`config.mk`:
```
export PLATFORM = sky130hd
export DESIGN_NAME = store_counter
export DESIGN_NICKNAME = d
export VERILOG_FILES = /design/src/logic/tile_pkg.sv /design/src/logic/store_counter.sv
export VERILOG_INCLUDE_DIRS = /design/src /design/src/logic
export SDC_FILE = /design/constraint.sdc
export NUM_CORES = 1
export LEC_CHECK = 0
export ABC_AREA = 1
export BUFFER_PORTS_ARGS = -buffer_cell sky130_fd_sc_hd__buf_2
export CAP_MARGIN = 20
export CORE_MARGIN = 5
export CORE_UTILIZATION = 56
export DETAILED_ROUTE_END_ITERATION = 8
export PLACE_DENSITY_LB_ADDON = 0.1
export SLEW_MARGIN = 20
export SYNTH_ARGS = -nofsm -noshare
export SYNTH_HDL_FRONTEND = slang
export SYNTH_SLANG_ARGS = --single-unit
```
`constraint.sdc`:
```
create_clock -name clk_i -period 3.5 [get_ports clk_i]
set_input_delay 0.7 -clock clk_i [delete_from_list [all_inputs] [get_ports clk_i]]
set_output_delay 0.7 -clock clk_i [all_outputs]
set_load 0.02 [all_outputs]
```
`src/logic/tile_consts.svh`:
```
`ifndef TILE_CONSTS_SVH
`define TILE_CONSTS_SVH

// datapath widths
`define TILE_ADDR_W 32
`define TILE_DATA_W 32
`define TILE_MASK_W 4
`define TILE_CORD_W 4

// receive buffering and local memory geometry
`define TILE_FIFO_ELS 4
`define TILE_NUM_BANKS 4
`define TILE_BANK_WORDS 256

// outstanding store counter
`define TILE_CNT_W 17
// returns never come back from this row
`define TILE_IO_Y 15

// packet op codes where op 3 is unknown
`define TILE_OP_STORE 2'd0
`define TILE_OP_FREEZE 2'd1
`define TILE_OP_UNFREEZE 2'd2

`endif
```
`src/logic/tile_pkg.sv`:
```
`include "tile_consts.svh"

package tile_pkg;

   // plain vectors for the tile datapath
   typedef logic [`TILE_ADDR_W-1:0] addr_t;
   typedef logic [`TILE_DATA_W-1:0] data_t;
   typedef logic [`TILE_MASK_W-1:0] mask_t;
   typedef logic [`TILE_CORD_W-1:0] cord_t;
   typedef logic [1:0] op_t;
   typedef logic [`TILE_CNT_W-1:0] cnt_t;

   // word index into the whole banked memory before swizzle
   typedef logic [$clog2(`TILE_BANK_WORDS * `TILE_NUM_BANKS)-1:0] mem_idx_t;

   // network packet with op in the top bits
   typedef struct packed {
      op_t   op;
      addr_t addr;
      data_t data;
      mask_t mask;
      cord_t x_cord;
      cord_t y_cord;
      cord_t from_x_cord;
      cord_t from_y_cord;
   } packet_t;

   // return packet goes back to whoever sent the store
   typedef struct packed {
      cord_t y_cord;
      cord_t x_cord;
   } ret_packet_t;

   typedef enum logic {TILE_FROZEN, TILE_RUNNING} tile_state_e;

endpackage

```
`src/logic/store_counter.sv`:
```
`timescale 1ns/1ps
`include "tile_consts.svh"

module store_counter (
   input  logic            clk_i,
   input  logic            reset_i,
   // a store packet left the tile
   input  logic            sent_i,
   input  tile_pkg::cord_t sent_y_i,
   // a return packet came back
   input  logic            ret_v_i,
   output tile_pkg::cnt_t  count_o
);
   import tile_pkg::*;

   cnt_t count_q;
   logic inc;
   logic dec;

   // the I/O row never answers, so those stores are not tracked
   assign inc = sent_i & (sent_y_i != cord_t'(`TILE_IO_Y)) & ~ret_v_i;
   // send and return in one cycle cancel out
   assign dec = ret_v_i & ~sent_i;

   always_ff @(posedge clk_i)
   begin
      if (reset_i)
      begin
         count_q <= '0;
      end
      else if (inc)
      begin
         count_q <= count_q + 1'b1;
      end
      else if (dec && (count_q != '0))
      begin
         // surplus return holds at zero
         count_q <= count_q - 1'b1;
      end
   end

   assign count_o = count_q;

endmodule

```
Word level (Yosys, flattened, before mapping) --
Index checks and enable logic that the tools add are counted.
Storage, ports and cells: output and inout bits 17, input bits 8, flip-flop bits (word level) 17, word-level logic and storage cells 14
Cells by class: $add $sub $neg 2, bitwise operators 5, equal/unequal tests 1, muxes and demuxes 2, reductions and logical operators 3
Operators by type and width (number):
- 17-bit two-way mux | 2
- 17-bit by 1-bit adder with 17-bit output (second input constant) | 1
- 17-bit nonzero test | 1
- 17-bit by 1-bit subtractor with 17-bit output (second input constant) | 1
- 4-bit inequality test (second input constant) | 1
- 1-bit AND | 3
- 1-bit inverter | 2
- 2-bit nonzero test | 1
- 1-bit logical AND | 1

Logic depth before layout (Yosys ltp) --
word-level depth 5, mapped depth 16, mapped depth without buffers 16

Worst setup path after synthesis --
No wires, ideal clock.
kind in2reg, start input sent_y_i[1], end register count_q[16] (netlist: count_o[16]), setup time 0.109 ns, arrival 2.271 ns, buffers on the path 0, slack 1.121 ns, required time 3.391 ns, stages on the path 14, cell sequence nand4_1 -> nand2_2 -> inv_1 -> fa_1 -> inv_1 -> nand3_1 -> nand2_1 -> nand2_1 -> nand2_1 -> nand2_1 -> nand3_1 -> nand3_1 -> nand2_1 -> inv_1
On the way: word-level cells in the longest chain between the ends 4, elaborated cells between the ends (all ways) 5, those cells by class eq/ne (1); mux (1); bitwise (2); reduce/logical (1)
RTL lines:
- start: declaration | line store_counter.sv:9 | input tile_pkg::cord_t sent_y_i,
- 4-bit inequality test (*) | line store_counter.sv:21 | assign inc = sent_i & (sent_y_i != cord_t'(`TILE_IO_Y)) & ~ret_v_i;
- 1-bit AND (*) (2 in series) | line store_counter.sv:21
- 17-bit two-way mux or 2-bit nonzero test (tied branches)
- end signal: assignment | line store_counter.sv:33 | count_q <= count_q + 1'b1;
- end signal: assignment | line store_counter.sv:38 | count_q <= count_q - 1'b1;
- end: declaration | line store_counter.sv:16 | cnt_t count_q;
Every way passes the cells marked *; elsewhere a longest branch is shown, timed or not. A chain may end at the register's enable or synchronous reset.

Worst setup path in the final report --
start input ret_v_i, end register count_q[15] (netlist: count_o[15])
On the way: word-level cells in the longest chain between the ends 3, elaborated cells between the ends (all ways) 6, those cells by class mux (1); bitwise (3); reduce/logical (2)
RTL lines:
- start: declaration | line store_counter.sv:11 | input logic ret_v_i,
- 1-bit AND or 1-bit inverter (tied branches) | line store_counter.sv:23, store_counter.sv:21
- 1-bit logical AND or 1-bit AND (tied branches) | line store_counter.sv:35, store_counter.sv:21
- 2-bit nonzero test (no source line) or 17-bit two-way mux (tied branches)
Several ways; a longest one is shown, not always the timed one.

==> run summary <==
For this block, the initial DRC count from the detailed router was 100. Synthesis instantiated 24 different standard cells from the library. The floorplan step set the die width to 67.0 um.

The worst-case IR drop observed on VDD is 0.228 mV. For the global-route usage over all layers, the log shows 0.214. The capture instance of the worst register-to-register path was count_o[16]. Share of layout cells above drive strength 1: 0.118. Actual slew at the worst max-slew pin: 0.559 ns. Top-level port count: 25. The number of nets with antenna violations after detailed routing came out at 0. The first global-routing pass estimated 7490 um of wire.

Clock skew on the completed layout was measured at 0.0147 ns. The mean post-synth cell area was 5.66 um2; the count of state elements after synthesis was 17. The final worst-path cycle share was 0.712; the critical path data arrival time was 2.71 ns. After filler insertion, the fill cell instance count of the layout stands at 329. The worst relative slew slack was 0.627; the cell area after layout was 1990 um2. For hold timing, the worst endpoint is count_o[7].

The run gives 26 as the maximum number of pins on one net before global-route repair. TritonCTS built the clock tree. For this run, the post-layout net count is 372. Counting the buffers created by CTS gives 3. For the initial antenna violation count, the log shows 0. The tools report the startpoint of the worst register-to-register path as count_o[1]. STA classifies the critical path startpoint as an input port. Count of final max-slew check failures: 0. In this run the clock root is driven by a sky130_fd_sc_hd__clkbuf_4.

The run gives 0 as the number of failing setup endpoints in the final timing report. Number of global-route vias before repair: 1716. In this run the worst hold path is classified as reg -> reg.

The routed wire length is 4170 um. The tree built by TritonCTS fans out to 17 sinks. The final core utilization was 0.646; the maximum level of the CTS H-tree was 1.

The worst setup path is captured at a register. The congestion estimate from routability-driven global placement came to 0.861. Startpoint of the most critical hold path: count_o[7].

The worst register-to-register path has a setup slack of 1.69 ns. The tools report the row count as 20. The top fanout value on the critical path is 25. The first detailed-routing pass took 4 iterations. The vias per cell was 4.73. No sink is reached through more buffers than the 2 on the longest clock path. The flow ran to the end, and the final reports show no timing, DRC or antenna violations. In this run the static leakage power is 1.27 nW.

The instance count of the mapped netlist is 321, and the worst hold path depth is 2. Measured along the y axis, the die boundary spans 67.0 um. Post-cts resize count: 0.

From synthesis to final layout, the design area changed by 9.44%. The number of cells on the worst reg-to-reg path is 12. The tools report the number of hold violations in the final report as 0. The register with the most flip-flops in the layout has 17 of them. The via total after detailed routing was 1844; the clock latency on the worst-skew pair was 0.32 ns. 0 antenna diodes ended up in the layout. For the worst setup path, the data required time is 3.72 ns. The number of buffers inserted by port buffering is 24. For this run the aggregate overflow at the end of global routing stands at 0. For this run, the top clock speed supported by timing is 0.401 GHz. The HPWL after detailed placement is 3260 um. The starting density of the core was 0.590; the power density over cell area was 487 nW/um2. The run gives 0 as the count of synthesis-stage warnings from yosys. The tools report the share of synthesized area occupied by flip-flops and latches as 0.187. The run gives 1820 um2 as the netlist area before placement. For the post-synth net total, the log shows 346.

The hold slack was 0.529 ns. The region available for standard cell placement spans 3080 um2. The setup path with the least slack is of type in -> reg. After clock tree synthesis, the flow added hold-fix buffers numbering 0. Max-cap violations in this run came to 0. Dividing the detail-routed wire length by the instance count gives 10.7 um. After clock tree synthesis, the setup repair step added 0 buffers. After detailed routing, the number of remaining DRC violations is 0. The worst path in the final design needs a cycle of 2.49 ns, including I/O delays and setup.

Summing all placed instances gives a cell area of 1960 um2. Clock-pin slew was measured on the worst setup and hold paths at 0.14 ns. The sum of negative setup slack is 0 ns. The die footprint was 4480 um2. Setup repair after global routing left no endpoint under its margin.
-- cell type report --
cell class,instances,area [um2],share of cell area
inverter,69,259,0.130
timing repair buffer,24,120,0.0604
multi-input combinational,232,1180,0.595
sequential,17,340,0.171
clock inverter,1,7.51,0.00378
clock buffer,3,22.5,0.0113
tap,44,55.1,0.0277
-- how the worst max path moves through the flow --
stage | startpoint | cells after the start | to
3_3_place_gp | ret_v_i | 13 | count_o[15]
2_1_floorplan | sent_y_i[1] | 14 | count_o[16]
4_1_cts | ret_v_i | 13 | count_o[15]
3_5_place_dp | ret_v_i | 13 | count_o[15]
5_1_grt | ret_v_i | 13 | count_o[15]
6_report | ret_v_i | 13 | count_o[15]
-- worst max-delay path: stages --
cell and delay, ns:
sky130_fd_sc_hd__buf_2 0.10, sky130_fd_sc_hd__nor2_1 0.15, sky130_fd_sc_hd__nand2_2 0.35, sky130_fd_sc_hd__ha_1 0.48, sky130_fd_sc_hd__or2_1 0.27, sky130_fd_sc_hd__nand3_1 0.10, sky130_fd_sc_hd__nand2_1 0.13, sky130_fd_sc_hd__nand2_1 0.13
sky130_fd_sc_hd__nand2_1 0.06, sky130_fd_sc_hd__nand2_1 0.06, sky130_fd_sc_hd__nand3_1 0.07, sky130_fd_sc_hd__nand2_1 0.07, sky130_fd_sc_hd__inv_1 0.03
-- power by group --
| group | total [mW] | internal (mW) | switching, mW |
|---|---|---|---|
| combinational | 0.588 | 0.213 | 0.375 |
| sequential | 0.257 | 0.224 | 0.0338 |
| clock | 0.124 | 0.0436 | 0.0805 |
| total | 0.969 | 0.480 | 0.489 |
-- metal layers --
metal,track usage,vias up,share of wire
li1,-,1025,-
met1,0.299,778,0.51
met2,0.344,37,0.43
met3,0.0337,4,0.046
met4,0.0430,0,0.0077
met5,0,-,0
-- synthesized netlist by cell type, drive strengths merged --
cell	count	area, um2
xnor2	3	26.3
buf	3	33.8
fa	1	20.0
nand2	116	458
nand4	2	12.5
inv	68	255
o21ai	9	45.0
dfxtp	17	340
or2	1	6.26
nand3b	3	22.5
ha	16	200
nand3	21	110
nor2	40	155
a21oi	11	55.1
and2	1	6.26
nor3	4	31.3
clkinv	1	3.75
xor2	4	35.0
-- cell usage in the layout (no fill, tap or decap), types with 9 or more instances in the layout --
master,instances
sky130_fd_sc_hd__nand3_1,20
sky130_fd_sc_hd__a21oi_1,11
sky130_fd_sc_hd__inv_1,64
sky130_fd_sc_hd__buf_2,24
sky130_fd_sc_hd__nand2_1,111
sky130_fd_sc_hd__o21ai_1,9
sky130_fd_sc_hd__dfxtp_1,17
sky130_fd_sc_hd__nor2_1,38
sky130_fd_sc_hd__ha_1,16
-- kinds of logic (layout without fill, tap and decap cells) --
family,Yosys count,after routing,share of synthesized area
xor gates and xnor gates,7,7,0.0337
and+or+nand+nor,188,188,0.441
buffers and inverters,72,97,0.161
DFF,17,17,0.187
AOI/OAI and AO/OA,20,20,0.0551
adders and majority gates,17,17,0.121
-- per-stage QoR --
| step | power [mW] | std cells | setup WS, ns |
|---|---|---|---|
| after floorplan | 0.725 | 321 | 1.12 |
| after global placement | 0.840 | 386 | 0.714 |
| final | 0.969 | 390 | 1.01 |
| after detailed placement | 0.847 | 386 | 0.684 |
| after global routing | 1.08 | 390 | 0.799 |
| after CTS | 0.973 | 390 | 1.02 |
No activity file was read; power rests on OpenSTA's default activity.
