File: config.mk
export PLATFORM = sky130hd
export DESIGN_NAME = rx_fifo
export DESIGN_NICKNAME = d
export VERILOG_FILES = /design/src/logic/tile_pkg.sv /design/src/logic/rx_fifo.sv
export VERILOG_INCLUDE_DIRS = /design/src /design/src/logic
export SDC_FILE = /design/constraint.sdc
export NUM_CORES = 1
export LEC_CHECK = 0
export ABC_AREA = 1
export BUFFER_PORTS_ARGS = -buffer_cell sky130_fd_sc_hd__buf_2
export CAP_MARGIN = 0
export CORE_ASPECT_RATIO = 0.9
export CORE_MARGIN = 2
export CORE_UTILIZATION = 60
export CTS_CLUSTER_DIAMETER = 30
export DETAILED_ROUTE_END_ITERATION = 7
export GPL_ROUTABILITY_DRIVEN = 0
export GPL_TIMING_DRIVEN = 0
export PLACE_DENSITY = 0.94
export SYNTH_ARGS = -nofsm -noshare
export SYNTH_HDL_FRONTEND = slang
export SYNTH_SLANG_ARGS = --single-unit
File: constraint.sdc
create_clock -name clk_i -period 11.25 [get_ports clk_i]
set_clock_uncertainty 0.05 [all_clocks]
set_input_delay 2.25 -clock clk_i [delete_from_list [all_inputs] [get_ports clk_i]]
set_output_delay 2.25 -clock clk_i [all_outputs]
set_load 0.1 [all_outputs]
File: src/logic/tile_consts.svh
`ifndef TILE_CONSTS_SVH
`define TILE_CONSTS_SVH

// datapath widths
`define TILE_ADDR_W 32
`define TILE_DATA_W 32
`define TILE_MASK_W 4
`define TILE_CORD_W 4

// receive buffering and local memory geometry
`define TILE_FIFO_ELS 4
`define TILE_NUM_BANKS 4
`define TILE_BANK_WORDS 256

// outstanding store counter
`define TILE_CNT_W 17
// returns never come back from this row
`define TILE_IO_Y 15

// packet op codes where op 3 is unknown
`define TILE_OP_STORE 2'd0
`define TILE_OP_FREEZE 2'd1
`define TILE_OP_UNFREEZE 2'd2

`endif
File: src/logic/tile_pkg.sv
`include "tile_consts.svh"

package tile_pkg;

   // plain vectors for the tile datapath
   typedef logic [`TILE_ADDR_W-1:0] addr_t;
   typedef logic [`TILE_DATA_W-1:0] data_t;
   typedef logic [`TILE_MASK_W-1:0] mask_t;
   typedef logic [`TILE_CORD_W-1:0] cord_t;
   typedef logic [1:0] op_t;
   typedef logic [`TILE_CNT_W-1:0] cnt_t;

   // word index into the whole banked memory before swizzle
   typedef logic [$clog2(`TILE_BANK_WORDS * `TILE_NUM_BANKS)-1:0] mem_idx_t;

   // network packet with op in the top bits
   typedef struct packed {
      op_t   op;
      addr_t addr;
      data_t data;
      mask_t mask;
      cord_t x_cord;
      cord_t y_cord;
      cord_t from_x_cord;
      cord_t from_y_cord;
   } packet_t;

   // return packet goes back to whoever sent the store
   typedef struct packed {
      cord_t y_cord;
      cord_t x_cord;
   } ret_packet_t;

   typedef enum logic {TILE_FROZEN, TILE_RUNNING} tile_state_e;

endpackage

File: src/logic/rx_fifo.sv
`timescale 1ns/1ps
`include "tile_consts.svh"

module rx_fifo (
   input  logic             clk_i,
   input  logic             reset_i,
   input  logic             v_i,
   input  tile_pkg::packet_t data_i,
   output logic             ready_o,
   output logic             v_o,
   output tile_pkg::packet_t data_o,
   input  logic             yumi_i
);
   import tile_pkg::*;

   localparam int PTR_W = $clog2(`TILE_FIFO_ELS);
   localparam logic [PTR_W:0] FULL_CNT = (PTR_W + 1)'(`TILE_FIFO_ELS);

   // packet storage
   packet_t buf_q [`TILE_FIFO_ELS];
   logic [PTR_W-1:0] wr_ptr_q;
   logic [PTR_W-1:0] rd_ptr_q;
   logic [PTR_W:0] count_q;
   logic push;
   logic pop;

   assign ready_o = (count_q != FULL_CNT);
   assign v_o = (count_q != '0);
   // oldest entry sits at the read pointer
   assign data_o = buf_q[rd_ptr_q];

   assign push = v_i & ready_o;
   // yumi only comes while v_o is high
   assign pop = yumi_i;

   always_ff @(posedge clk_i)
   begin
      if (push)
      begin
         buf_q[wr_ptr_q] <= data_i;
      end
   end

   // pointers wrap naturally since the depth is a power of two
   always_ff @(posedge clk_i)
   begin
      if (reset_i)
      begin
         wr_ptr_q <= '0;
         rd_ptr_q <= '0;
         count_q <= '0;
      end
      else
      begin
         if (push)
         begin
            wr_ptr_q <= wr_ptr_q + 1'b1;
         end
         if (pop)
         begin
            rd_ptr_q <= rd_ptr_q + 1'b1;
         end
         // push and pop together keep the count
         case ({push, pop})
            2'b10: count_q <= count_q + 1'b1;
            2'b01: count_q <= count_q - 1'b1;
            default: count_q <= count_q;
         endcase
      end
   end

endmodule

# Word level (Yosys, flattened, before mapping)
# Memories as Yosys holds them, arrays and structs flattened. A register that Yosys moved wholly into a read port is not among the register bits.
# Index checks and enable logic that the tools add are counted.
op_classes:
  add_sub_neg: 4
  eq_ne: 3
  n_mux: 5
  bitwise: 1
  reduce_logical: 2
op_table:
  columns: ["op", "n"]
  rows:
  - ["$pmux W3 S2", 1]
  - ["$add A2 B1 Y2 const B", 2]
  - ["$mux W2", 2]
  - ["$add A3 B1 Y3 const B", 1]
  - ["$ne A3 B3 Y1 const B", 1]
  - ["$reduce_bool A3 Y1", 1]
  - ["$sub A3 B1 Y3 const B", 1]
  - ["$eq A2 B1 Y1 const B", 1]
  - ["$eq A2 B2 Y1 const B", 1]
  - ["$mux W1", 2]
  - ["$reduce_bool A2 Y1", 1]
  - ["$and A1 B1 Y1", 1]
totals:
  regBits: 7
  ram_bits: 344
  in_bits: 90
  output_inout_bits: 88
  elab_cells: 19
  n_memories: 1
mem_list:
  columns: ["name", "depth", "word_bits", "rd", "rd_ports_with_merged_regs", "write_ports", "line_no", "rtl"]
  rows:
  - ["buf_q", 4, 86, 1, 1, 1, "rx_fifo.sv:20", "packet_t buf_q [`TILE_FIFO_ELS];"]

# Depth between registers and ports, before layout
# Gate-level depths: netlist of run 1.
logic_depth:
  word_depth: 4
  depth_mapped: 12

# Worst setup path before layout of run 1
# OpenSTA, ideal clock, no wires.
synth_path:
  path_type: "input to register"
  startpoint: "in v_i"
  endpoint: "mem buf_q[0][0] (netlist name), enable pin"
  setup_time_ns: 0.532
  arrival_time_ns: 6.029
  t_required_ns: 10.668
  slack_ns: 4.639
  cell_stages: 2
  n_path_buf: 0
  path_cell_list: "nand2_1 -> nor2_1"
synth_via:
  elab_chain_cells: 3
synth_lines:
  columns: ["element", "line_no", "rtl"]
  rows:
  - ["start, declared", "rx_fifo.sv:7", "input logic v_i,"]
  - ["$and A1 B1 Y1", "rx_fifo.sv:32", "assign push = v_i & ready_o;"]
  - ["$mux W1", "rx_fifo.sv:38", "if (push)"]
  - ["$mux W1 (implied by the code)", "rx_fifo.sv:40", "buf_q[wr_ptr_q] <= data_i;"]
  - ["end, declared", "rx_fifo.sv:20", null]
# No other way between the ends.

==> reports/results.txt, run 1 <==
Tot GR Track Use - 0.278
largest net degree at the start of global routing - 31
wire length per cell - 22.1 µm
Slew @ Worst Pin - 0.549 ns
final slew viol count - 0
grt met3 use - 0.0668
register bit total from synthesis - 353
die height - 145 µm
worst hold path type - reg2reg
Max-Cap Viols - 0
# IOs - 178
worst vdd ir - 0.175 mV
syn_nets - 989
CTS buffer count - 54
Arrival @ worst endpoint - 2.51 ns
post-layout util - 0.771
Fin Hold WS - 0.463 ns
CORE AREA - 21600 µm²
DR pass1 iterations - 5
Netlist cell types - 22
Die W - 160 µm
met1 GRT Util - 0.342
RSZ-0062 raised after global routing - false
hold_buf cts - 0
CP top delay family - buffers and inverters
P&R area growth vs syn - 26.5%
Pleak - 0.00601 µW
PwrDens - 240 nW/µm²
final net count - 1234
CP Capture Type - output pin
crit path launch type - register
main flop type after synthesis - edfxtp_1
ANT nets after route - 0
Post-synth ARST share - 0
CTS H-tree lvls - 2
Clk pin slew, worst setup/hold paths - 0.05 ns
first-pass GRT wire length - 48300 µm
# resized after CTS - 0
most common cell after layout, fill and taps aside - edfxtp_1
grt total ovfl - 0
initial antenna violation count - 4
Critical Path, Cell by Cell - buf_6 -> inv_6 -> clkbuf_1 -> o21ai_0 -> o22ai_1 -> buf_2
drt drc - 0
num rows - 51
outcome - completed
CP required - 8.95 ns
share of cells above drive strength 1 - 0.275
Final Power - 4000 µW
hpwl dp - 19500 µm
Mapped Cells - 893
placed instance area - 14700 µm²
drt total wl - 32600 µm
synthesis warning total - 0
CP max stage cell - buf_2
Critical path buffers and inverters - 4
vias in the first global route - 8943
initial core utilization - 0.609
Syn Area/Cell - 14.8 µm²
number of hold violations in the final report - 0
Mapped Area - 13200 µm²
vias per std cell - 5.98
CTS tree - done
final setup fails - 0
fin area - 16700 µm²
CTS Root Buffer Type - clkbuf_16
clk_lat worst skew - 0.54 ns
Die Area - 23200 µm²
Longest Clk Path Bufs - 3
drt initial violations - 1000
Final min period - 4.81 ns
CP max FO - 10
period utilisation layout - 0.428
most frequent cells in the layout - edfxtp_1, buf_2, nor2_1
gr busiest metal - met2
Final TNS setup - 0 ns
clock sink count - 353
met2 GRT Util - 0.493
setup bufs post-CTS - 0
Crit path largest cell delay - 0.49 ns
critical path type - reg2out
achievable clock frequency - 208 MHz
register area share after synthesis - 0.797
EDFF count, synth - 344
DR vias - 8848
port bufs - 177
Worst slew margin - 0.633
[cells by family (layout without fill, tap and decap cells)]
logic type	Yosys count	in the layout	share of synthesized area
AO/OA/AOI/OAI	267	267	0.110
adder cells (fa/ha/maj)	6	6	0.00626
buffers and inverters	72	362	0.0307
flip-flops	353	353	0.797
other	0	5	0
AND/OR/NAND/NOR	195	195	0.0564
[stage by stage]
step	cells	setup WS (ns)
CTS	1474	6.46
finish	1479	6.44
global placement	1361	2.13
detailed placement	1373	7.05
floorplan	893	4.64
global route	1475	6.37
[cells in the mapped netlist (5+ instances only)]
library cell | count | area share
clkbuf_2 | 7 | 0.0027
inv_1 | 15 | 0.0043
nor2_1 | 181 | 0.052
ha_1 | 5 | 0.0047
a21oi_1 | 5 | 0.0019
clkbuf_1 | 17 | 0.0048
o21ai_1 | 11 | 0.0042
buf_6 | 11 | 0.0094
nand2_1 | 8 | 0.0023
o22ai_1 | 86 | 0.041
dfxtp_1 | 9 | 0.014
buf_2 | 18 | 0.0068
o21ai_0 | 165 | 0.063
edfxtp_1 | 344 | 0.78
[routing by layer]
layer / routed length (µm) / vias to the layer above
met1: 12100 / 4330
met3: 3310 / 65
met2: 16500 / 558
met5: 27 / -
li1: - / 3891
met4: 689 / 4
[where the power goes]
part | internal (µW) | switching (µW) | leakage [µW] | total [µW]
Combinational | 111 | 564 | 0.00184 | 675
Clock | 1160 | 611 | 0.000944 | 1770
Sequential | 1530 | 20.2 | 0.00323 | 1550
Total | 2800 | 1190 | 0.00601 | 4000
[path summary, 6_finish.rpt]
kind / start / end / slack (ns) / cells past startpoint
setup reg to reg: count_q[1]$_SDFFE_PP0P_ / buf_q[0][29]$_DFFE_PP_ / 8.85 / 6
hold reg to reg: rd_ptr_q[1]$_SDFFE_PP0P_ / register / 0.46 / 1
hold / removal: rd_ptr_q[1]$_SDFFE_PP0P_ / register / 0.46 / 1
setup / recovery: register / data_o[47] / 6.44 / 6
[flip-flops by register name, indices dropped and copies added (netlist names), named ones only]
name and count:
wr_ptr_q 2, buf_q 344, count_q 3, rd_ptr_q 2
[cell type report]
| type | count | area (µm²) |
|---|---|---|
| Multi-Input combinational cell | 468 | 2300 |
| Inverter | 17 | 68.8 |
| Clock inverter | 40 | 561 |
| Tap cell | 291 | 364 |
| Buffer | 55 | 335 |
| Fill cell | 1188 | 4960 |
| Antenna cell | 5 | 12.5 |
| Sequential cell | 353 | 10500 |
| Timing Repair Buffer | 189 | 1130 |
| Clock buffer | 61 | 1400 |
[worst register-to-register path, cell delays in order, from the launching register on]
cell	delay [ns]
dfxtp_1	0.34
inv_1	0.09
nand3_1	0.21
nand2_1	0.34
nor2_4	0.55
buf_12	0.26
buf_12	0.22
(Power assumes the default switching activity.)
==> run 2: changes to the inputs <==
--- a/config.mk
+++ b/config.mk
@@ -11,12 +11,12 @@
 export CAP_MARGIN = 0
 export CORE_ASPECT_RATIO = 0.9
 export CORE_MARGIN = 2
-export CORE_UTILIZATION = 60
+export CORE_UTILIZATION = 57
 export CTS_CLUSTER_DIAMETER = 30
 export DETAILED_ROUTE_END_ITERATION = 7
 export GPL_ROUTABILITY_DRIVEN = 0
 export GPL_TIMING_DRIVEN = 0
-export PLACE_DENSITY = 0.94
+export PLACE_DENSITY = 0.9
 export SYNTH_ARGS = -nofsm -noshare
 export SYNTH_HDL_FRONTEND = slang
 export SYNTH_SLANG_ARGS = --single-unit
==> constraint.sdc (replaced) <==
create_clock -name clk_i -period 4.6 [get_ports clk_i]
set_clock_uncertainty 0.05 [all_clocks]
set_input_delay 0.92 -clock clk_i [delete_from_list [all_inputs] [get_ports clk_i]]
set_output_delay 0.92 -clock clk_i [all_outputs]
set_load 0.1 [all_outputs]
==> run 2 against run 1 <==
Effect of this change:
- sequential share of layout area grew 0.76 points
- global-route usage fell by 2.9 points
- cell area fell by 1.2%
- sequential power grew 140%
- via count fell by 2.9%
- utilization shrank 4.1 points
- final cell count shrank 0.41%
- combinational power grew 140%
- setup slack worse by 5.3 ns
==> reports/results.txt, run 2 (synthesis results as in run 1) <==
drt total wl - 31000 µm
CP top delay family - buffers and inverters
critical path type - reg2out
drt drc - 0
CP Capture Type - output pin
crit path launch type - register
# IOs - 178
# resized after CTS - 0
Fillers - 1351
Max-Cap Viols - 0
Critical Path, Cell by Cell - buf_6 -> inv_6 -> clkbuf_1 -> o21ai_0 -> o22ai_1 -> buf_2
number of flip-flops in the largest register - 344
R2R depth - 6
Reg with most FFs - buf_q
most common cell after layout, fill and taps aside - edfxtp_1
setup bufs post-CTS - 0
first-pass GRT wire length - 46100 µm
die height - 148 µm
final net count - 1230
wire length per cell - 21.0 µm
Slew @ Worst Pin - 0.972 ns
Critical path buffers and inverters - 4
CORE AREA - 22600 µm²
Final min period - 3.46 ns
hpwl dp - 19100 µm
Worst slew margin - 0.351
Final TNS setup - 0 ns
initial core utilization - 0.584
Tot GR Track Use - 0.249
period utilisation layout - 0.752
CTS H-tree lvls - 2
worst vdd ir - 0.497 mV
r2r endpoint - buf_q[3][78]$_DFFE_PP_
Critical Path Stages - 6
vias in the first global route - 8655
num rows - 52
Longest Clk Path Bufs - 3
grt total ovfl - 0
CTS Root Buffer Type - clkbuf_16
Pleak - 0.00593 µW
Arrival @ worst endpoint - 2.49 ns
number of hold violations in the final report - 0
CTS buffer count - 51
largest net degree at the start of global routing - 32
worst hold path type - reg2reg
post-layout util - 0.730
Fin Hold WS - 0.421 ns
share of cells above drive strength 1 - 0.269
port bufs - 177
clk_lat worst skew - 0.53 ns
vias per std cell - 5.83
most frequent cells in the layout - edfxtp_1, buf_2, nor2_1
Crit path largest cell delay - 0.49 ns
achievable clock frequency - 289 MHz
Die W - 164 µm
CP max stage cell - buf_2
Post-Layout Cell Count - 1473
DR vias - 8593
CTS tree - done
ANT nets after route - 0
CP max FO - 10
initial antenna violation count - 4
final setup fails - 0
final slew viol count - 0
hold_buf cts - 0
CP required - 3.63 ns
Worst setup endpoint - data_o[4]
Die Area - 24400 µm²
Reg2Reg Setup Slack - 2.08 ns
PwrDens - 568 nW/µm²
Top Registers - buf_q (344), count_q (3)
DR pass1 iterations - 5
drt initial violations - 948
clock sink count - 353
RSZ-0062 raised after global routing - false
dpl cells - 1378
Clk pin slew, worst setup/hold paths - 0.05 ns
Worst R2R Start - count_q[1]$_SDFFE_PP0P_
outcome - completed
P&R area growth vs syn - 25.0%
## run 2: cell count changes in the layout (fill, tap and decap cells not counted), moves of 2 or more
cell and change:
clkinv_2 +4, inv_8 -4, bufinv_16 -3, clkbuf_1 -3
clkinv_1 +3, diode_2 -3, buf_12 -2, clkbuf_16 -2
clkinv_4 -2
## run 2: worst min-delay path by stage
stage | start | end | cells after the start
finish | rd_ptr_q[1]$_SDFFE_PP0P_ | rd_ptr_q[1]$_SDFFE_PP0P_ | 1
global route | rd_ptr_q[1]$_SDFFE_PP0P_ | register | 1
CTS | rd_ptr_q[1]$_SDFFE_PP0P_ | rd_ptr_q[1]$_SDFFE_PP0P_ | 1
detailed placement | rd_ptr_q[1]$_SDFFE_PP0P_ | rd_ptr_q[1]$_SDFFE_PP0P_ | 1
global placement | rd_ptr_q[1]$_SDFFE_PP0P_ | rd_ptr_q[1]$_SDFFE_PP0P_ | 1
floorplan | rd_ptr_q[1]$_SDFFE_PP0P_ | register | 1
## run 2: final cells by class
cell class	instances	area [µm²]	share of cell area
Antenna cell	2	5.00	0.000304
Buffer	55	335	0.0203
Clock inverter	36	423	0.0257
Sequential cell	353	10500	0.638
Multi-Input combinational cell	468	2300	0.140
Timing Repair Buffer	188	1110	0.0676
Inverter	17	68.8	0.00418
Clock buffer	57	1350	0.0820
Tap cell	297	372	0.0226
## run 2: layer usage
layer / vias to the layer above / GRT usage / part of all wire
met5: - / 0 / 0.00081
li1: 3887 / - / -
met3: 50 / 0.0597 / 0.097
met1: 4190 / 0.324 / 0.38
met4: 4 / 0.0605 / 0.014
met2: 462 / 0.427 / 0.50
## run 2: stage by stage
step | setup WS [ns] | total power [µW] | instance area, µm²
after global placement | -3.26 | 5430 | 14400
after CTS | 1.14 | 9390 | 16500
after floorplan | -1.14 | 5100 | 13200
after global routing | 1.06 | 9600 | 16500
after detailed placement | 1.66 | 5470 | 14700
final | 1.14 | 9360 | 16500
## run 2: power by group
group	switching (µW)	total, µW	leakage [µW]	internal, µW
Combinational	1360	1630	0.00184	270
Clock	1370	3940	0.000863	2570
Sequential	48.0	3790	0.00323	3740
Total	2780	9360	0.00593	6580
==> run 3: changes to the inputs <==
==> constraint.sdc (replaced) <==
create_clock -name clk_i -period 3.6 [get_ports clk_i]
set_clock_uncertainty 0.05 [all_clocks]
set_input_delay 0.72 -clock clk_i [delete_from_list [all_inputs] [get_ports clk_i]]
set_output_delay 0.72 -clock clk_i [all_outputs]
set_load 0.1 [all_outputs]
==> run 3 against run 2 <==
Effect of this change:
- count of clock-buffer cells in the layout grew 5
- cell area grew 1.8%
- largest cell class unchanged
- critical path depth is the same
- die area is the same
- critical endpoint is now data_o[40]
- critical path type unchanged
- sequential cell count is the same
- routed wire length grew 4.5%
- first-iteration DRC count shrank 15%
- final cell count grew 1.4%
==> reports/results.txt, run 3 (synthesis results as in run 1) <==
vias per std cell - 5.84
Fillers - 1317
port bufs - 177
CTS H-tree lvls - 2
CORE AREA - 22600 µm²
CP required - 2.83 ns
Final min period - 3.33 ns
die height - 148 µm
post-layout util - 0.743
Reg with most FFs - buf_q
vias in the first global route - 8867
worst hold path type - in2reg
CP Capture Type - output pin
setup bufs post-CTS - 0
Top Registers - buf_q (344), count_q (3)
Fin Hold WS - 0.321 ns
CTS Root Buffer Type - clkbuf_16
share of cells above drive strength 1 - 0.282
largest net degree at the start of global routing - 30
Setup WS post-layout - 0.273 ns
worst vdd ir - 0.660 mV
final slew viol count - 0
DR pass1 iterations - 5
critical path type - reg2out
met1 GRT Util - 0.332
Clk pin slew, worst setup/hold paths - 0.06 ns
most frequent cells in the layout - edfxtp_1, buf_2, nor2_1
CP max stage cell - buf_2
Die W - 164 µm
met2 GRT Util - 0.443
CP max FO - 10
gr busiest metal - met2
drt total wl - 32400 µm
drt initial violations - 803
hold_buf cts - 0
hpwl dp - 20100 µm
Max-Cap Viols - 0
clk_lat worst skew - 0.55 ns
P&R area growth vs syn - 27.2%
grt met3 use - 0.0672
final net count - 1237
CP most frequent cell - buf_2
R2R depth - 7
clock sink count - 353
setup slack after placement - 0.874 ns
Final TNS setup - 0 ns
Critical Path, Cell by Cell - inv_2 -> buf_4 -> buf_2 -> o21ai_0 -> o22ai_1 -> buf_2
ANT nets after route - 0
Die Area - 24400 µm²
Pleak - 0.00607 µW
DR vias - 8715
number of hold violations in the final report - 0
period utilisation layout - 0.924
outcome - completed
# IOs - 178
Worst setup endpoint - data_o[40]
drt drc - 0
achievable clock frequency - 301 MHz
Longest Clk Path Bufs - 3
r2r endpoint - buf_q[0][36]$_DFFE_PP_
CTS buffer count - 56
initial antenna violation count - 8
Crit path largest cell delay - 0.49 ns
Reg2Reg Setup Slack - 1.27 ns
Slew @ Worst Pin - 0.531 ns
number of flip-flops in the largest register - 344
most common cell after layout, fill and taps aside - edfxtp_1
RSZ-0062 raised after global routing - false
Worst R2R Start - count_q[0]$_SDFFE_PP0P_
num rows - 52
Worst slew margin - 0.649
initial core utilization - 0.584
crit path launch type - register
PwrDens - 747 nW/µm²
# resized after CTS - 0
final setup fails - 0
Arrival @ worst endpoint - 2.56 ns
grt total ovfl - 0
wire length per cell - 21.7 µm
CTS tree - done
Tot GR Track Use - 0.262
first-pass GRT wire length - 48200 µm
==> run 3: how the worst min path moves through the flow <==
stage | from | end | cells after the start
after detailed placement | rd_ptr_q[1]$_SDFFE_PP0P_ | rd_ptr_q[1]$_SDFFE_PP0P_ | 1
after floorplan | rd_ptr_q[1]$_SDFFE_PP0P_ | register | 1
after global placement | rd_ptr_q[1]$_SDFFE_PP0P_ | rd_ptr_q[1]$_SDFFE_PP0P_ | 1
final | data_i[16] | buf_q[1][16]$_DFFE_PP_ | 1
after CTS | data_i[16] | buf_q[3][16]$_DFFE_PP_ | 1
after global routing | data_i[13] | buf_q[1][13]$_DFFE_PP_ | 1
==> run 3: metrics by stage <==
| stage | cell area, µm² | instances | power, µW |
|---|---|---|---|
| floorplan | 13200 | 893 | 6500 |
| global placement | 14500 | 1367 | 6920 |
| detailed placement | 14800 | 1380 | 7020 |
| CTS | 16800 | 1486 | 12600 |
| global route | 16800 | 1489 | 12800 |
| finish | 16800 | 1493 | 12500 |
==> run 3: layout make-up <==
cell class | count | area [µm²] | share of cell area
inverters | 17 | 68.8 | 0.00410
clock inverters | 44 | 526 | 0.0313
well taps | 297 | 372 | 0.0222
plain buffers | 55 | 335 | 0.0200
multi-input cells | 468 | 2300 | 0.137
flip-flops and latches | 353 | 10500 | 0.627
diodes | 7 | 17.5 | 0.00104
clock buffers | 62 | 1480 | 0.0880
repair buffers | 190 | 1170 | 0.0697
==> run 3: per-layer routing <==
metal	up-vias	routed length, µm
li1	3906	-
met1	4226	12500
met2	500	15900
met3	79	3070
met4	4	894
met5	-	23
==> run 3: critical path, delay by kind of cell (launching register included) <==
family / cells / cell delay (ns)
AO/OA/AOI/OAI: 2 / 0.43
buffers and inverters: 4 / 1.13
flip-flops: 1 / 0.44
==> run 3: power by group <==
part	switching, µW	leakage (µW)	internal, µW	total, µW
Sequential	63.6	0.00323	4780	4840
Combinational	1760	0.00186	361	2120
Clock	1930	0.000984	3640	5560
Total	3750	0.00607	8780	12500
