## src/logic/tile_consts.svh

```systemverilog
`ifndef TILE_CONSTS_SVH
`define TILE_CONSTS_SVH

// datapath widths
`define TILE_ADDR_W 32
`define TILE_DATA_W 32
`define TILE_MASK_W 4
`define TILE_CORD_W 4

// receive buffering and local memory geometry
`define TILE_FIFO_ELS 4
`define TILE_NUM_BANKS 4
`define TILE_BANK_WORDS 256

// outstanding store counter
`define TILE_CNT_W 17
// returns never come back from this row
`define TILE_IO_Y 15

// packet op codes where op 3 is unknown
`define TILE_OP_STORE 2'd0
`define TILE_OP_FREEZE 2'd1
`define TILE_OP_UNFREEZE 2'd2

`endif
```

## src/logic/tile_pkg.sv

```systemverilog
`include "tile_consts.svh"

package tile_pkg;

   // plain vectors for the tile datapath
   typedef logic [`TILE_ADDR_W-1:0] addr_t;
   typedef logic [`TILE_DATA_W-1:0] data_t;
   typedef logic [`TILE_MASK_W-1:0] mask_t;
   typedef logic [`TILE_CORD_W-1:0] cord_t;
   typedef logic [1:0] op_t;
   typedef logic [`TILE_CNT_W-1:0] cnt_t;

   // word index into the whole banked memory before swizzle
   typedef logic [$clog2(`TILE_BANK_WORDS * `TILE_NUM_BANKS)-1:0] mem_idx_t;

   // network packet with op in the top bits
   typedef struct packed {
      op_t   op;
      addr_t addr;
      data_t data;
      mask_t mask;
      cord_t x_cord;
      cord_t y_cord;
      cord_t from_x_cord;
      cord_t from_y_cord;
   } packet_t;

   // return packet goes back to whoever sent the store
   typedef struct packed {
      cord_t y_cord;
      cord_t x_cord;
   } ret_packet_t;

   typedef enum logic {TILE_FROZEN, TILE_RUNNING} tile_state_e;

endpackage

```

## src/logic/mem_req_if.sv

```systemverilog
`timescale 1ns/1ps
`include "tile_consts.svh"

interface mem_req_if;

   // unswizzled word index width
   localparam int IDX_W = $clog2(`TILE_BANK_WORDS * `TILE_NUM_BANKS);

   logic v;
   logic we;
   logic [IDX_W-1:0] addr;
   logic [`TILE_DATA_W-1:0] wdata;
   logic [`TILE_MASK_W-1:0] mask;
   // memory takes the request in this cycle
   logic yumi;

   modport requester (output v, we, addr, wdata, mask, input yumi);
   modport memory (input v, we, addr, wdata, mask, output yumi);

endinterface

```

## src/logic/rx_dispatch_fsm.sv

```systemverilog
`timescale 1ns/1ps
`include "tile_consts.svh"

module rx_dispatch_fsm (
   input  logic                  clk_i,
   input  logic                  reset_i,
   // head of the receive FIFO
   input  logic                  head_v_i,
   input  tile_pkg::packet_t     head_i,
   output logic                  head_yumi_o,
   // return network
   input  logic                  ret_ready_i,
   output logic                  ret_v_o,
   output tile_pkg::ret_packet_t ret_data_o,
   output logic                  freeze_o,
   mem_req_if.requester          net_req
);
   import tile_pkg::*;

   tile_state_e state_q;
   tile_state_e state_d;
   logic is_store;
   logic is_freeze;
   logic is_unfreeze;
   logic is_unknown;

   // op decode of the head packet
   assign is_store = (head_i.op == `TILE_OP_STORE);
   assign is_freeze = (head_i.op == `TILE_OP_FREEZE);
   assign is_unfreeze = (head_i.op == `TILE_OP_UNFREEZE);
   assign is_unknown = ~(is_store | is_freeze | is_unfreeze);

   // freeze state moves only on freeze control packets
   always_comb
   begin
      state_d = state_q;
      if (head_v_i && is_freeze)
      begin
         state_d = TILE_FROZEN;
      end
      else if (head_v_i && is_unfreeze)
      begin
         state_d = TILE_RUNNING;
      end
   end

   // tile comes up frozen
   always_ff @(posedge clk_i)
   begin
      if (reset_i)
      begin
         state_q <= TILE_FROZEN;
      end
      else
      begin
         state_q <= state_d;
      end
   end

   assign freeze_o = (state_q == TILE_FROZEN);

   // store request is held back while the return network is busy
   // so every committed store gets its return packet
   assign net_req.v = head_v_i & is_store & ret_ready_i;
   assign net_req.we = 1'b1;
   assign net_req.addr = head_i.addr[11:2];
   assign net_req.wdata = head_i.data;
   assign net_req.mask = head_i.mask;

   // control and unknown packets leave at once while stores leave on commit
   assign head_yumi_o = (head_v_i & (is_freeze | is_unfreeze | is_unknown)) | net_req.yumi;

   // one return per committed store
   assign ret_v_o = net_req.yumi;
   assign ret_data_o = '{y_cord: head_i.from_y_cord, x_cord: head_i.from_x_cord};

endmodule

```

## src/flat_wrapper.sv

```systemverilog
// flat-port wrapper written by rule: the top's interface ports become plain ports
module rx_dispatch_fsm_flat import tile_pkg::*;
  (clk_i, reset_i, head_v_i, head_i, head_yumi_o, ret_ready_i, ret_v_o, ret_data_o, freeze_o, net_req_v, net_req_we, net_req_addr, net_req_wdata, net_req_mask, net_req_yumi);
  mem_req_if net_req_i ();
  input  logic clk_i;
  input  logic reset_i;
  input  logic head_v_i;
  input  tile_pkg::packet_t head_i;
  output logic head_yumi_o;
  input  logic ret_ready_i;
  output logic ret_v_o;
  output tile_pkg::ret_packet_t ret_data_o;
  output logic freeze_o;
  output wire logic [$bits(net_req_i.v)-1:0] net_req_v;
  output wire logic [$bits(net_req_i.we)-1:0] net_req_we;
  output wire logic [$bits(net_req_i.addr)-1:0] net_req_addr;
  output wire logic [$bits(net_req_i.wdata)-1:0] net_req_wdata;
  output wire logic [$bits(net_req_i.mask)-1:0] net_req_mask;
  input wire logic [$bits(net_req_i.yumi)-1:0] net_req_yumi;
  assign net_req_v = net_req_i.v;
  assign net_req_we = net_req_i.we;
  assign net_req_addr = net_req_i.addr;
  assign net_req_wdata = net_req_i.wdata;
  assign net_req_mask = net_req_i.mask;
  assign net_req_i.yumi = net_req_yumi;
  rx_dispatch_fsm u_core (.clk_i(clk_i), .reset_i(reset_i), .head_v_i(head_v_i), .head_i(head_i), .head_yumi_o(head_yumi_o), .ret_ready_i(ret_ready_i), .ret_v_o(ret_v_o), .ret_data_o(ret_data_o), .freeze_o(freeze_o), .net_req(net_req_i));
endmodule
```

## config.mk

```make
export PLATFORM = sky130hd
export DESIGN_NAME = rx_dispatch_fsm_flat
export DESIGN_NICKNAME = d
export VERILOG_FILES = /design/src/logic/tile_pkg.sv /design/src/logic/mem_req_if.sv /design/src/logic/rx_dispatch_fsm.sv /design/src/flat_wrapper.sv
export VERILOG_INCLUDE_DIRS = /design/src /design/src/logic
export SDC_FILE = /design/constraint.sdc
export NUM_CORES = 1
export LEC_CHECK = 0
export BUFFER_PORTS_ARGS = -buffer_cell sky130_fd_sc_hd__buf_2
export CAP_MARGIN = 0
export CORE_MARGIN = 2
export CORE_UTILIZATION = 17
export DETAILED_ROUTE_END_ITERATION = 7
export GPL_TIMING_DRIVEN = 0
export HOLD_SLACK_MARGIN = 0.12
export PLACE_DENSITY = 0.76
export SLEW_MARGIN = 30
export SYNTH_ARGS = -nofsm -noshare
export SYNTH_HDL_FRONTEND = slang
export SYNTH_SLANG_ARGS = --single-unit
```

## constraint.sdc

```tcl
create_clock -name clk_i -period 0.8 [get_ports clk_i]
set_input_delay 0.24 -clock clk_i [delete_from_list [all_inputs] [get_ports clk_i]]
set_output_delay 0.24 -clock clk_i [all_outputs]
set_load 0.1 [all_outputs]
```

Word level (Yosys, flattened, before mapping)
Index checks and enable logic that the tools add are counted.
Widths: inputs -> output; s select.
- equal/unequal tests: 2
- bitwise operators: 10
- reduce and logical (&&, ||, !) cells: 4
- operators with widths (operator ; count):
    $or 1x1->1 ; 5
    $and 1x1->1 ; 3
    $eq 2x1->1 const B ; 1
    $eq 2x2->1 const B ; 1
    $logic_and 1x1->1 ; 2
    $logic_not 2->1 ; 1
    $not 1->1 ; 2
    $reduce_or 2->1 ; 1
- flip-flop bits (word level): 1
- output and inout bits: 59

Logic depth before layout (Yosys ltp)
Gate-level depths: netlist (run 1).
- depth after elaboration: 7
- depth in mapped cells: 3
- gate-level depth less buffers: 3

Worst setup path before layout (run 1)
OpenSTA, ideal clock, no wires.
- path kind: input-to-output
- from: input port head_i[85] (netlist bit)
- to: output port net_req_v
- data arrival time: 2338 ps
- required time: 560 ps
- setup slack: -1778 ps
- stages: 1
- buffers on the path: 0
- cell sequence: nor3_1
- longest elaborated chain between the ends: 3
- ends and longest elaborated chain (what ; line ; source):
    start: declaration ; flat_wrapper.sv:8 ; input tile_pkg::packet_t head_i;
    $logic_not 2->1 (no line) ; - ;
    $and 1x1->1 (2 in a row) ; rx_dispatch_fsm.sv:64 ; assign net_req.v = head_v_i & is_store & ret_ready_i;
    end: declaration ; flat_wrapper.sv:14 ; output wire logic [$bits(net_req_i.v)-1:0] net_req_v;
No other way between the ends.

Final worst setup path (run 1)
Ends and elaborated chain as after synthesis.

==> results of run 1 <==
-- synth_stat cells --
| library cell | number | area share, % |
|---|---|---|
| inv_1 | 1 | 0.76 |
| nor2b_1 | 1 | 1.3 |
| nand2_1 | 3 | 2.3 |
| dfxtp_1 | 1 | 4.1 |
| conb_1 | 1 | 0.76 |
| a21oi_1 | 1 | 1.0 |
| o21ai_1 | 1 | 1.0 |
| nor3_1 | 1 | 1.0 |
| buf_4 | 56 | 85 |
| nand2b_1 | 1 | 1.3 |
| o21ai_0 | 1 | 1.0 |
-- worst max-delay path by stage --
stage | to | slack [ns]
CTS | net_req_v | -0.20
global placement | net_req_v | -0.45
detailed placement | net_req_v | -0.45
global route | net_req_v | -0.24
floorplan | net_req_v | -0.49
finish | net_req_v | -0.20
-- metal layers --
layer	share of wire, %	track usage (%)
met1	22	7.71
met2	61	19.0
met3	18	1.12
met4	0	0
met5	0	0
-- report_power, final --
part | leakage, nW | switching, W | total (W) | internal [W]
Combinational | 0.727 | 0.00131 | 0.00186 | 0.000548
Sequential | 0.00861 | 0.00000349 | 0.0000586 | 0.0000551
Clock | 0 | 0 | 0 | 0
-- stage by stage --
step                utilization [%]  total power [W]  setup WS [ns]  instance area [sq um]  setup TNS [ns]
finish                         49.6          0.00192         -0.202                   1370          -0.552
global route                   49.6          0.00196         -0.241                   1370          -0.683
CTS                            49.2          0.00191         -0.203                   1360          -0.553
detailed placement             32.1          0.00162         -0.450                    886          -10.22
global placement               32.1          0.00161         -0.451                    886          -10.11
floorplan                         -          0.00146         -0.491                    527          -0.703
-- what timing repair did --
item,4_1_cts,5_1_grt
resized for setup,137,3
buffers inserted,3,0
endpoints found under the setup margin,59,5
cloned,0,0
hold endpoints to repair,0,0
pin swaps,2,3
-- layout make-up --
cell class | instances | share of cell area, %
tap | 31 | 2.84
multi-input combinational | 10 | 6.77
inverter | 1 | 0.549
sequential | 1 | 1.56
buffer | 56 | 31.0
timing repair buffer | 67 | 57.3
-- cell families after synthesis --
family                 share of synthesized area (%)
and+or+nand+nor                                 5.85
other                                          0.763
buffers and inverters                           86.3
DFF                                             4.07
AOI/OAI and AO/OA                               3.05
==> results_tabular.tex, run 1 <==
\begin{tabular}{lr}
\hline
Metric & Value \\
\hline
\multicolumn{2}{l}{\textbf{Run status}} \\
\quad Result of the run & finished with violations \\
\quad Violated checks & setup timing \\
\multicolumn{2}{l}{\textbf{Drt}} \\
\quad Via total after detailed routing & around 590 \\
\quad Routed WL per cell & slightly below 10 um \\
\quad Residual DRC count & 0 \\
\quad Antenna viol nets, final & 0 \\
\quad Avg Vias per Cell & 3.54 \\
\quad First-pass iteration count of the detailed router & 2 \\
\quad Drt initial violations & 2 \\
\quad Overall routed net length & between 1500 and 2000 um \\
\multicolumn{2}{l}{\textbf{Worst setup path}} \\
\quad Worst Setup End Kind & primary output \\
\quad Startpoint class of the critical path & primary input \\
\quad Worst reg-to-reg setup slack & roughly 0.05 ns \\
\quad Critical path class & primary input to primary output \\
\quad List of cells traversed by the critical path & buf\_8 -> nor3\_4 -> buf\_12 \\
\quad Cell family contributing the most delay on the critical path & buffers and inverters \\
\quad Setup crit start & head\_i[85] \\
\quad Number of buffers and inverters on the critical path & 2 \\
\quad Stage delay of the slowest cell on the critical path & approximately 0.21 ns \\
\quad Worst Reg-to-Reg Cells & 3 \\
\quad FF-to-FF End & u\_core.state\_q \\
\quad Maximum fanout encountered on the critical timing path & 3 \\
\quad Slowest library cell on the worst path & nor3\_4 \\
\quad Critical register-to-register path startpoint & u\_core.state\_q \\
\quad Worst path required time & roughly 0.56 ns \\
\quad CP arrival & about 0.76 ns \\
\quad Count of cell instances traversed by the critical path & 3 \\
\multicolumn{2}{l}{\textbf{Timing}} \\
\quad Crit path time final & around 1 ns \\
\quad Share of the cycle needed by the critical path after routing & 125\% \\
\quad Final hold violation count & 0 \\
\quad Worst hold slack & between 0.3 and 0.4 ns \\
\quad Endpoints failing setup & 5 \\
\quad Slack of the critical path & -0.202 ns \\
\quad Setup repair after global routing missed its margin & true \\
\quad Maximum frequency from static timing analysis & $\sim$1000 MHz \\
\quad Worst clock skew & 0 ns \\
\quad Final-report max-slew violation count & 0 \\
\multicolumn{2}{l}{\textbf{Die}} \\
\quad Die Y-Extent & 57.8 um \\
\quad Initial core utilization & between 10\% and 20\% \\
\quad Die X & just under 60 um \\
\quad Std-Cell Core Area & 0.00276 sq mm \\
\quad Number of cell rows & 19 \\
\quad Number of ports placed on the die boundary & 150 \\
\quad Area of the die & between 0.003 and 0.004 sq mm \\
\multicolumn{2}{l}{\textbf{CTS}} \\
\quad Clk slew on worst S/H paths & 0 ns \\
\quad Quantity of hold-fixing buffers added after cts & 0 \\
\quad Clk\_lat worst skew & 0 ns \\
\multicolumn{2}{l}{\textbf{Min path}} \\
\quad Worst min-delay path startpoint & reset\_i \\
\quad Worst hold endpoint & u\_core.state\_q \\
\quad Number of cells traversed by the worst hold path & 2 \\
\quad Hold Path Class & primary input to flip-flop \\
\multicolumn{2}{l}{\textbf{Finish}} \\
\quad Layout cell share with drive strength beyond 1 & a little over nine tenths \\
\quad Number of fill cells in the layout & $\sim$250 \\
\quad Registers with the highest flip-flop counts & u\_core.state\_q (1) \\
\quad Number of flip-flops under the largest register name & 1 \\
\quad Area added between synthesis and finish & 178\% \\
\quad Register name with the most flops & u\_core.state\_q \\
\quad Antenna Diode Count & 0 \\
\quad Count of non-filler cells in the finished layout & roughly 170 \\
\quad Footprint of the flip-flops and latches & $\sim$21 sq um \\
\quad Most frequent standard cell in the layout excluding fill and tap cells & buf\_4 \\
\quad Area of the multi-input gates & roughly 93 sq um \\
\quad Most frequent cells in the layout & 58 x buf\_4, 57 x buf\_6, 4 x buf\_12 \\
\quad Layout Nets & between 200 and 250 \\
\multicolumn{2}{l}{\textbf{Placement}} \\
\quad Instance count after placement with tap cells included & between 150 and 200 \\
\quad Routability congestion estimate from global placement & around 0.64 \\
\quad IO buf count & 64 \\
\multicolumn{2}{l}{\textbf{Power and ir drop}} \\
\quad Worst vdd rail ir drop & approximately 0.00076 V \\
\quad Static leakage & approximately 0.74 nW \\
\quad Pwr dens & around 1400 mW/mm\^{}2 \\
\multicolumn{2}{l}{\textbf{Global routing}} \\
\quad Total overflow reported by the global router & 0 \\
\quad Tot GR Track Use & 8.26\% \\
\quad Pin count of the biggest net entering global routing & 4 \\
\quad First-pass GRT wire length & around 2300 um \\
\quad Number of global-route vias before repair & between 500 and 600 \\
\quad Number of antenna violations at the first check in global routing & 0 \\
\multicolumn{2}{l}{\textbf{Logic synthesis}} \\
\quad Synthesis Warnings & 0 \\
\quad Cell count after synthesis & 68 \\
\quad Synthesized Nets & $\sim$160 \\
\quad \#FFs+latches synth & 1 \\
\quad Per-instance average area after synthesis & 7.23 sq um \\
\quad Number of different library cells in the post-synthesis netlist & 11 \\
\quad Fraction of the yosys area taken by sequential cells & 4.07\% \\
\quad Synthesized cell area & around 490 sq um \\
\multicolumn{2}{l}{\textbf{Run}} \\
\quad Count of maximum capacitance violations & 0 \\
\hline
\end{tabular}
Note: power is estimated with default switching activity, not from simulation.
==> run 2, diff against run 1 <==
ABC_AREA = 1   (was not set)
PLACE_DENSITY = 0.75   (was 0.76)
==> results_tabular.tex, run 2 <==
\begin{tabular}{lr}
\hline
Metric & Value \\
\hline
\multicolumn{2}{l}{\textbf{Global routing}} \\
\quad Total overflow reported by the global router & 0 (unchanged) \\
\quad Tot GR Track Use & 8.47\% (was 8.26\%) \\
\quad First-pass GRT wire length & 2410 um (was 2310 um) \\
\quad Global-route met3 utilization & 0.659\% (was 1.12\%) \\
\quad Number of global-route vias before repair & 636 (was 586) \\
\quad Pin count of the biggest net entering global routing & 4 (unchanged) \\
\quad M2 GR Usage & 20.5\% (was 19.0\%) \\
\quad Global route hottest layer & met2 (unchanged) \\
\quad Number of antenna violations at the first check in global routing & 0 (unchanged) \\
\quad Routing usage on met1 & 7.29\% (was 7.71\%) \\
\multicolumn{2}{l}{\textbf{Logic synthesis}} \\
\quad Synthesis Warnings & 0 (unchanged) \\
\quad Synthesized cell area & 503 sq um (was 492 sq um) \\
\quad Top post-synthesis cells by count & 56 x buf\_4, 5 x nand2\_1, 3 x inv\_1 (was 56 x buf\_4, 3 x nand2\_1) \\
\quad Primary FF master, synth & dfxtp\_1 (unchanged) \\
\quad Cell count after synthesis & 70 (was 68) \\
\quad Per-instance average area after synthesis & 7.19 sq um (was 7.23 sq um) \\
\quad Synth top area share & 83.6\% (was 85.5\%) \\
\quad Cells taking the most area after synthesis & buf\_4 84\%, dfxtp\_1 4.0\%, nand2\_1 3.7\%, nor3b\_2 2.5\%, inv\_1 2.2\% (was buf\_4 85\%, dfxtp\_1 4.1\%, nand2\_1 2.3\%, nand2b\_1 1.3\%, nor2b\_1 1.3\%) \\
\quad Number of different library cells in the post-synthesis netlist & 9 (was 11) \\
\quad Largest area contributor in the netlist & buf\_4 (unchanged) \\
\quad \#FFs+latches synth & 1 (unchanged) \\
\quad Fraction of the yosys area taken by sequential cells & 3.98\% (was 4.07\%) \\
\quad Synthesized Nets & 161 (was 159) \\
\quad Ys async rst share & 0\% (unchanged) \\
\quad Library cell with the highest instance count after synthesis & buf\_4 (unchanged) \\
\quad Number of enable-type register cells in the synthesized netlist & 0 (unchanged) \\
\multicolumn{2}{l}{\textbf{Placement}} \\
\quad Routability congestion estimate from global placement & 0.633 (was 0.637) \\
\quad IO buf count & 64 (unchanged) \\
\quad HPWL after detailed placement & approximately 1300 um \\
\quad Worst-case setup slack after placement & -0.562 ns (was -0.450 ns) \\
\quad Area after detailed placement & 893 sq um (was 886 sq um) \\
\multicolumn{2}{l}{\textbf{Timing}} \\
\quad Endpoints failing setup & 5 (unchanged) \\
\quad Maximum frequency from static timing analysis & 923 MHz (was 998 MHz) \\
\quad Crit path time final & 1.08 ns (was 1.00 ns) \\
\quad Worst clock skew & 0 ns (unchanged) \\
\quad Setup repair after global routing missed its margin & true (unchanged) \\
\quad Share of the cycle needed by the critical path after routing & 135\% (was 125\%) \\
\quad Final hold violation count & 0 (unchanged) \\
\quad Final-report max-slew violation count & 0 (unchanged) \\
\quad Slack of the critical path & -0.283 ns (was -0.202 ns) \\
\multicolumn{2}{l}{\textbf{CTS}} \\
\quad Clk slew on worst S/H paths & 0 ns (about the same) \\
\quad Quantity of hold-fixing buffers added after cts & 0 (unchanged) \\
\quad Clk\_lat worst skew & 0 ns (about the same) \\
\multicolumn{2}{l}{\textbf{Finish}} \\
\quad Layout cell share with drive strength beyond 1 & 94.9\% (was 96.3\%) \\
\quad Registers with the highest flip-flop counts & u\_core.state\_q (1) (unchanged) \\
\quad Utilization of the core after routing & 48.4\% (was 49.6\%) \\
\quad Post-route standard cell area excluding fillers & 0.00135 sq mm (was 0.00137 sq mm) \\
\quad Number of flip-flops under the largest register name & 1 (unchanged) \\
\quad Area added between synthesis and finish & 168\% (was 178\%) \\
\quad Number of fill cells in the layout & 263 (was 251) \\
\quad Antenna Diode Count & 0 (unchanged) \\
\quad Most frequent cells in the layout & 57 x buf\_4, 57 x buf\_6, 3 x buf\_12, 3 x buf\_2 (was 58 x buf\_4, 57 x buf\_6, 4 x buf\_12) \\
\quad Register name with the most flops & u\_core.state\_q (unchanged) \\
\quad Layout Nets & 229 (was 228) \\
\multicolumn{2}{l}{\textbf{Worst setup path}} \\
\quad Critical path class & primary input to primary output (unchanged) \\
\quad CP arrival & 0.84 ns (was 0.76 ns) \\
\quad List of cells traversed by the critical path & buf\_12 -> inv\_12 -> nand2\_8 -> nor3b\_4 -> buf\_12 (was buf\_8 -> nor3\_4 -> buf\_12) \\
\quad Stage delay of the slowest cell on the critical path & 0.20 ns (was 0.21 ns) \\
\quad Worst path required time & 0.56 ns (about the same) \\
\quad Maximum fanout encountered on the critical timing path & 2 (was 3) \\
\quad Startpoint class of the critical path & primary input (unchanged) \\
\quad Cell seen most often among critical-path stages & buf\_12 \\
\quad Setup crit start & head\_i[84] (was head\_i[85]) \\
\quad Critical register-to-register path startpoint & u\_core.state\_q (unchanged) \\
\quad Slowest library cell on the worst path & nor3b\_4 (was nor3\_4) \\
\quad Worst Setup End Kind & primary output (unchanged) \\
\multicolumn{2}{l}{\textbf{Drt}} \\
\quad Via total after detailed routing & 622 (was 587) \\
\quad Drt initial violations & 8 (was 2) \\
\quad Antenna viol nets, final & 0 (unchanged) \\
\quad Residual DRC count & 0 (unchanged) \\
\quad Overall routed net length & 1750 um (was 1610 um) \\
\quad Avg Vias per Cell & 3.72 (was 3.54) \\
\quad Routed WL per cell & 10.5 um (was 9.69 um) \\
\quad First-pass iteration count of the detailed router & 2 (unchanged) \\
\multicolumn{2}{l}{\textbf{Power and ir drop}} \\
\quad Pwr dens & 1400 mW/mm\^{}2 (about the same) \\
\quad Worst vdd rail ir drop & 0.000910 V (was 0.000762 V) \\
\quad Static leakage & 0.726 nW (was 0.735 nW) \\
\multicolumn{2}{l}{\textbf{Die}} \\
\quad Area of the die & 0.00341 sq mm (was 0.00334 sq mm) \\
\quad Die Y-Extent & 58.4 um (was 57.8 um) \\
\quad Initial core utilization & 18.1\% (was 17.8\%) \\
\quad Number of ports placed on the die boundary & 150 (unchanged) \\
\quad Std-Cell Core Area & 0.00278 sq mm (was 0.00276 sq mm) \\
\quad Die X & 58.4 um (was 57.8 um) \\
\quad Number of cell rows & 19 (unchanged) \\
\multicolumn{2}{l}{\textbf{Run status}} \\
\quad Result of the run & finished with violations (unchanged) \\
\quad Violated checks & setup timing (unchanged) \\
\multicolumn{2}{l}{\textbf{Run}} \\
\quad Count of maximum capacitance violations & 0 (unchanged) \\
\multicolumn{2}{l}{\textbf{Min path}} \\
\quad Worst min-delay path startpoint & reset\_i (unchanged) \\
\quad Hold Path Class & primary input to flip-flop (unchanged) \\
\hline
\end{tabular}
[run 2: cells by family after synthesis]
group                  count (synthesis)  synth area share, %
AND/OR/NAND/NOR                        8                 8.46
flip-flops                             1                 3.98
AO/OA/AOI/OAI                          1                0.994
other                                  1                0.746
buffers and inverters                 59                 85.8
[run 2: what timing repair did]
action | CTS | global route
pin swaps | 2 | 3
setup endpoints to repair | 59 | 5
gates resized for setup | 129 | 5
setup buffers | 1 | 1
[run 2: layout make-up]
class / instances / area [sq um] / area share [%]
sequential: 1 / 21.3 / 1.58
buffer: 56 / 424 / 31.5
timing repair buffer: 66 / 751 / 55.8
inverter: 3 / 27.5 / 2.04
tap: 31 / 38.8 / 2.88
multi-input combinational: 10 / 83.8 / 6.23
[run 2: metrics by stage]
stage          std cells  setup TNS (ns)  total power, W  hold slack (ns)
6_report             167          -0.717         0.00189            0.469
5_1_grt              167          -0.850         0.00193            0.509
3_3_place_gp         165          -10.34         0.00160            0.469
3_5_place_dp         165          -10.44         0.00161            0.468
4_1_cts              166          -0.577         0.00187            0.468
2_1_floorplan         70           -1.54         0.00145            0.372
[run 2: final timing paths]
kind	cells past startpoint	end	slack [ns]
max	5	net_req_v	-0.28
min reg2reg	2	u_core.state_q	0.51
max reg2reg	4	u_core.state_q	0.08
min	4	u_core.state_q	0.47
[run 2: per-layer routing]
layer	vias to the layer above	share of wire, %
met2	61	63
met5	-	0
met4	0	0
met1	276	23
met3	0	14
li1	285	-
[run 2: where the power goes]
part / switching, W / internal (W) / total [W]
clock: 0 / 0 / 0
combinational: 0.00131 / 0.000526 / 0.00184
sequential: 0.00000191 / 0.0000535 / 0.0000554
[run 2: worst max-delay path, delay by kind of cell]
kind	cells	cell delay [ns]
AND/OR/NAND/NOR	2	0.24
buffers and inverters	3	0.36
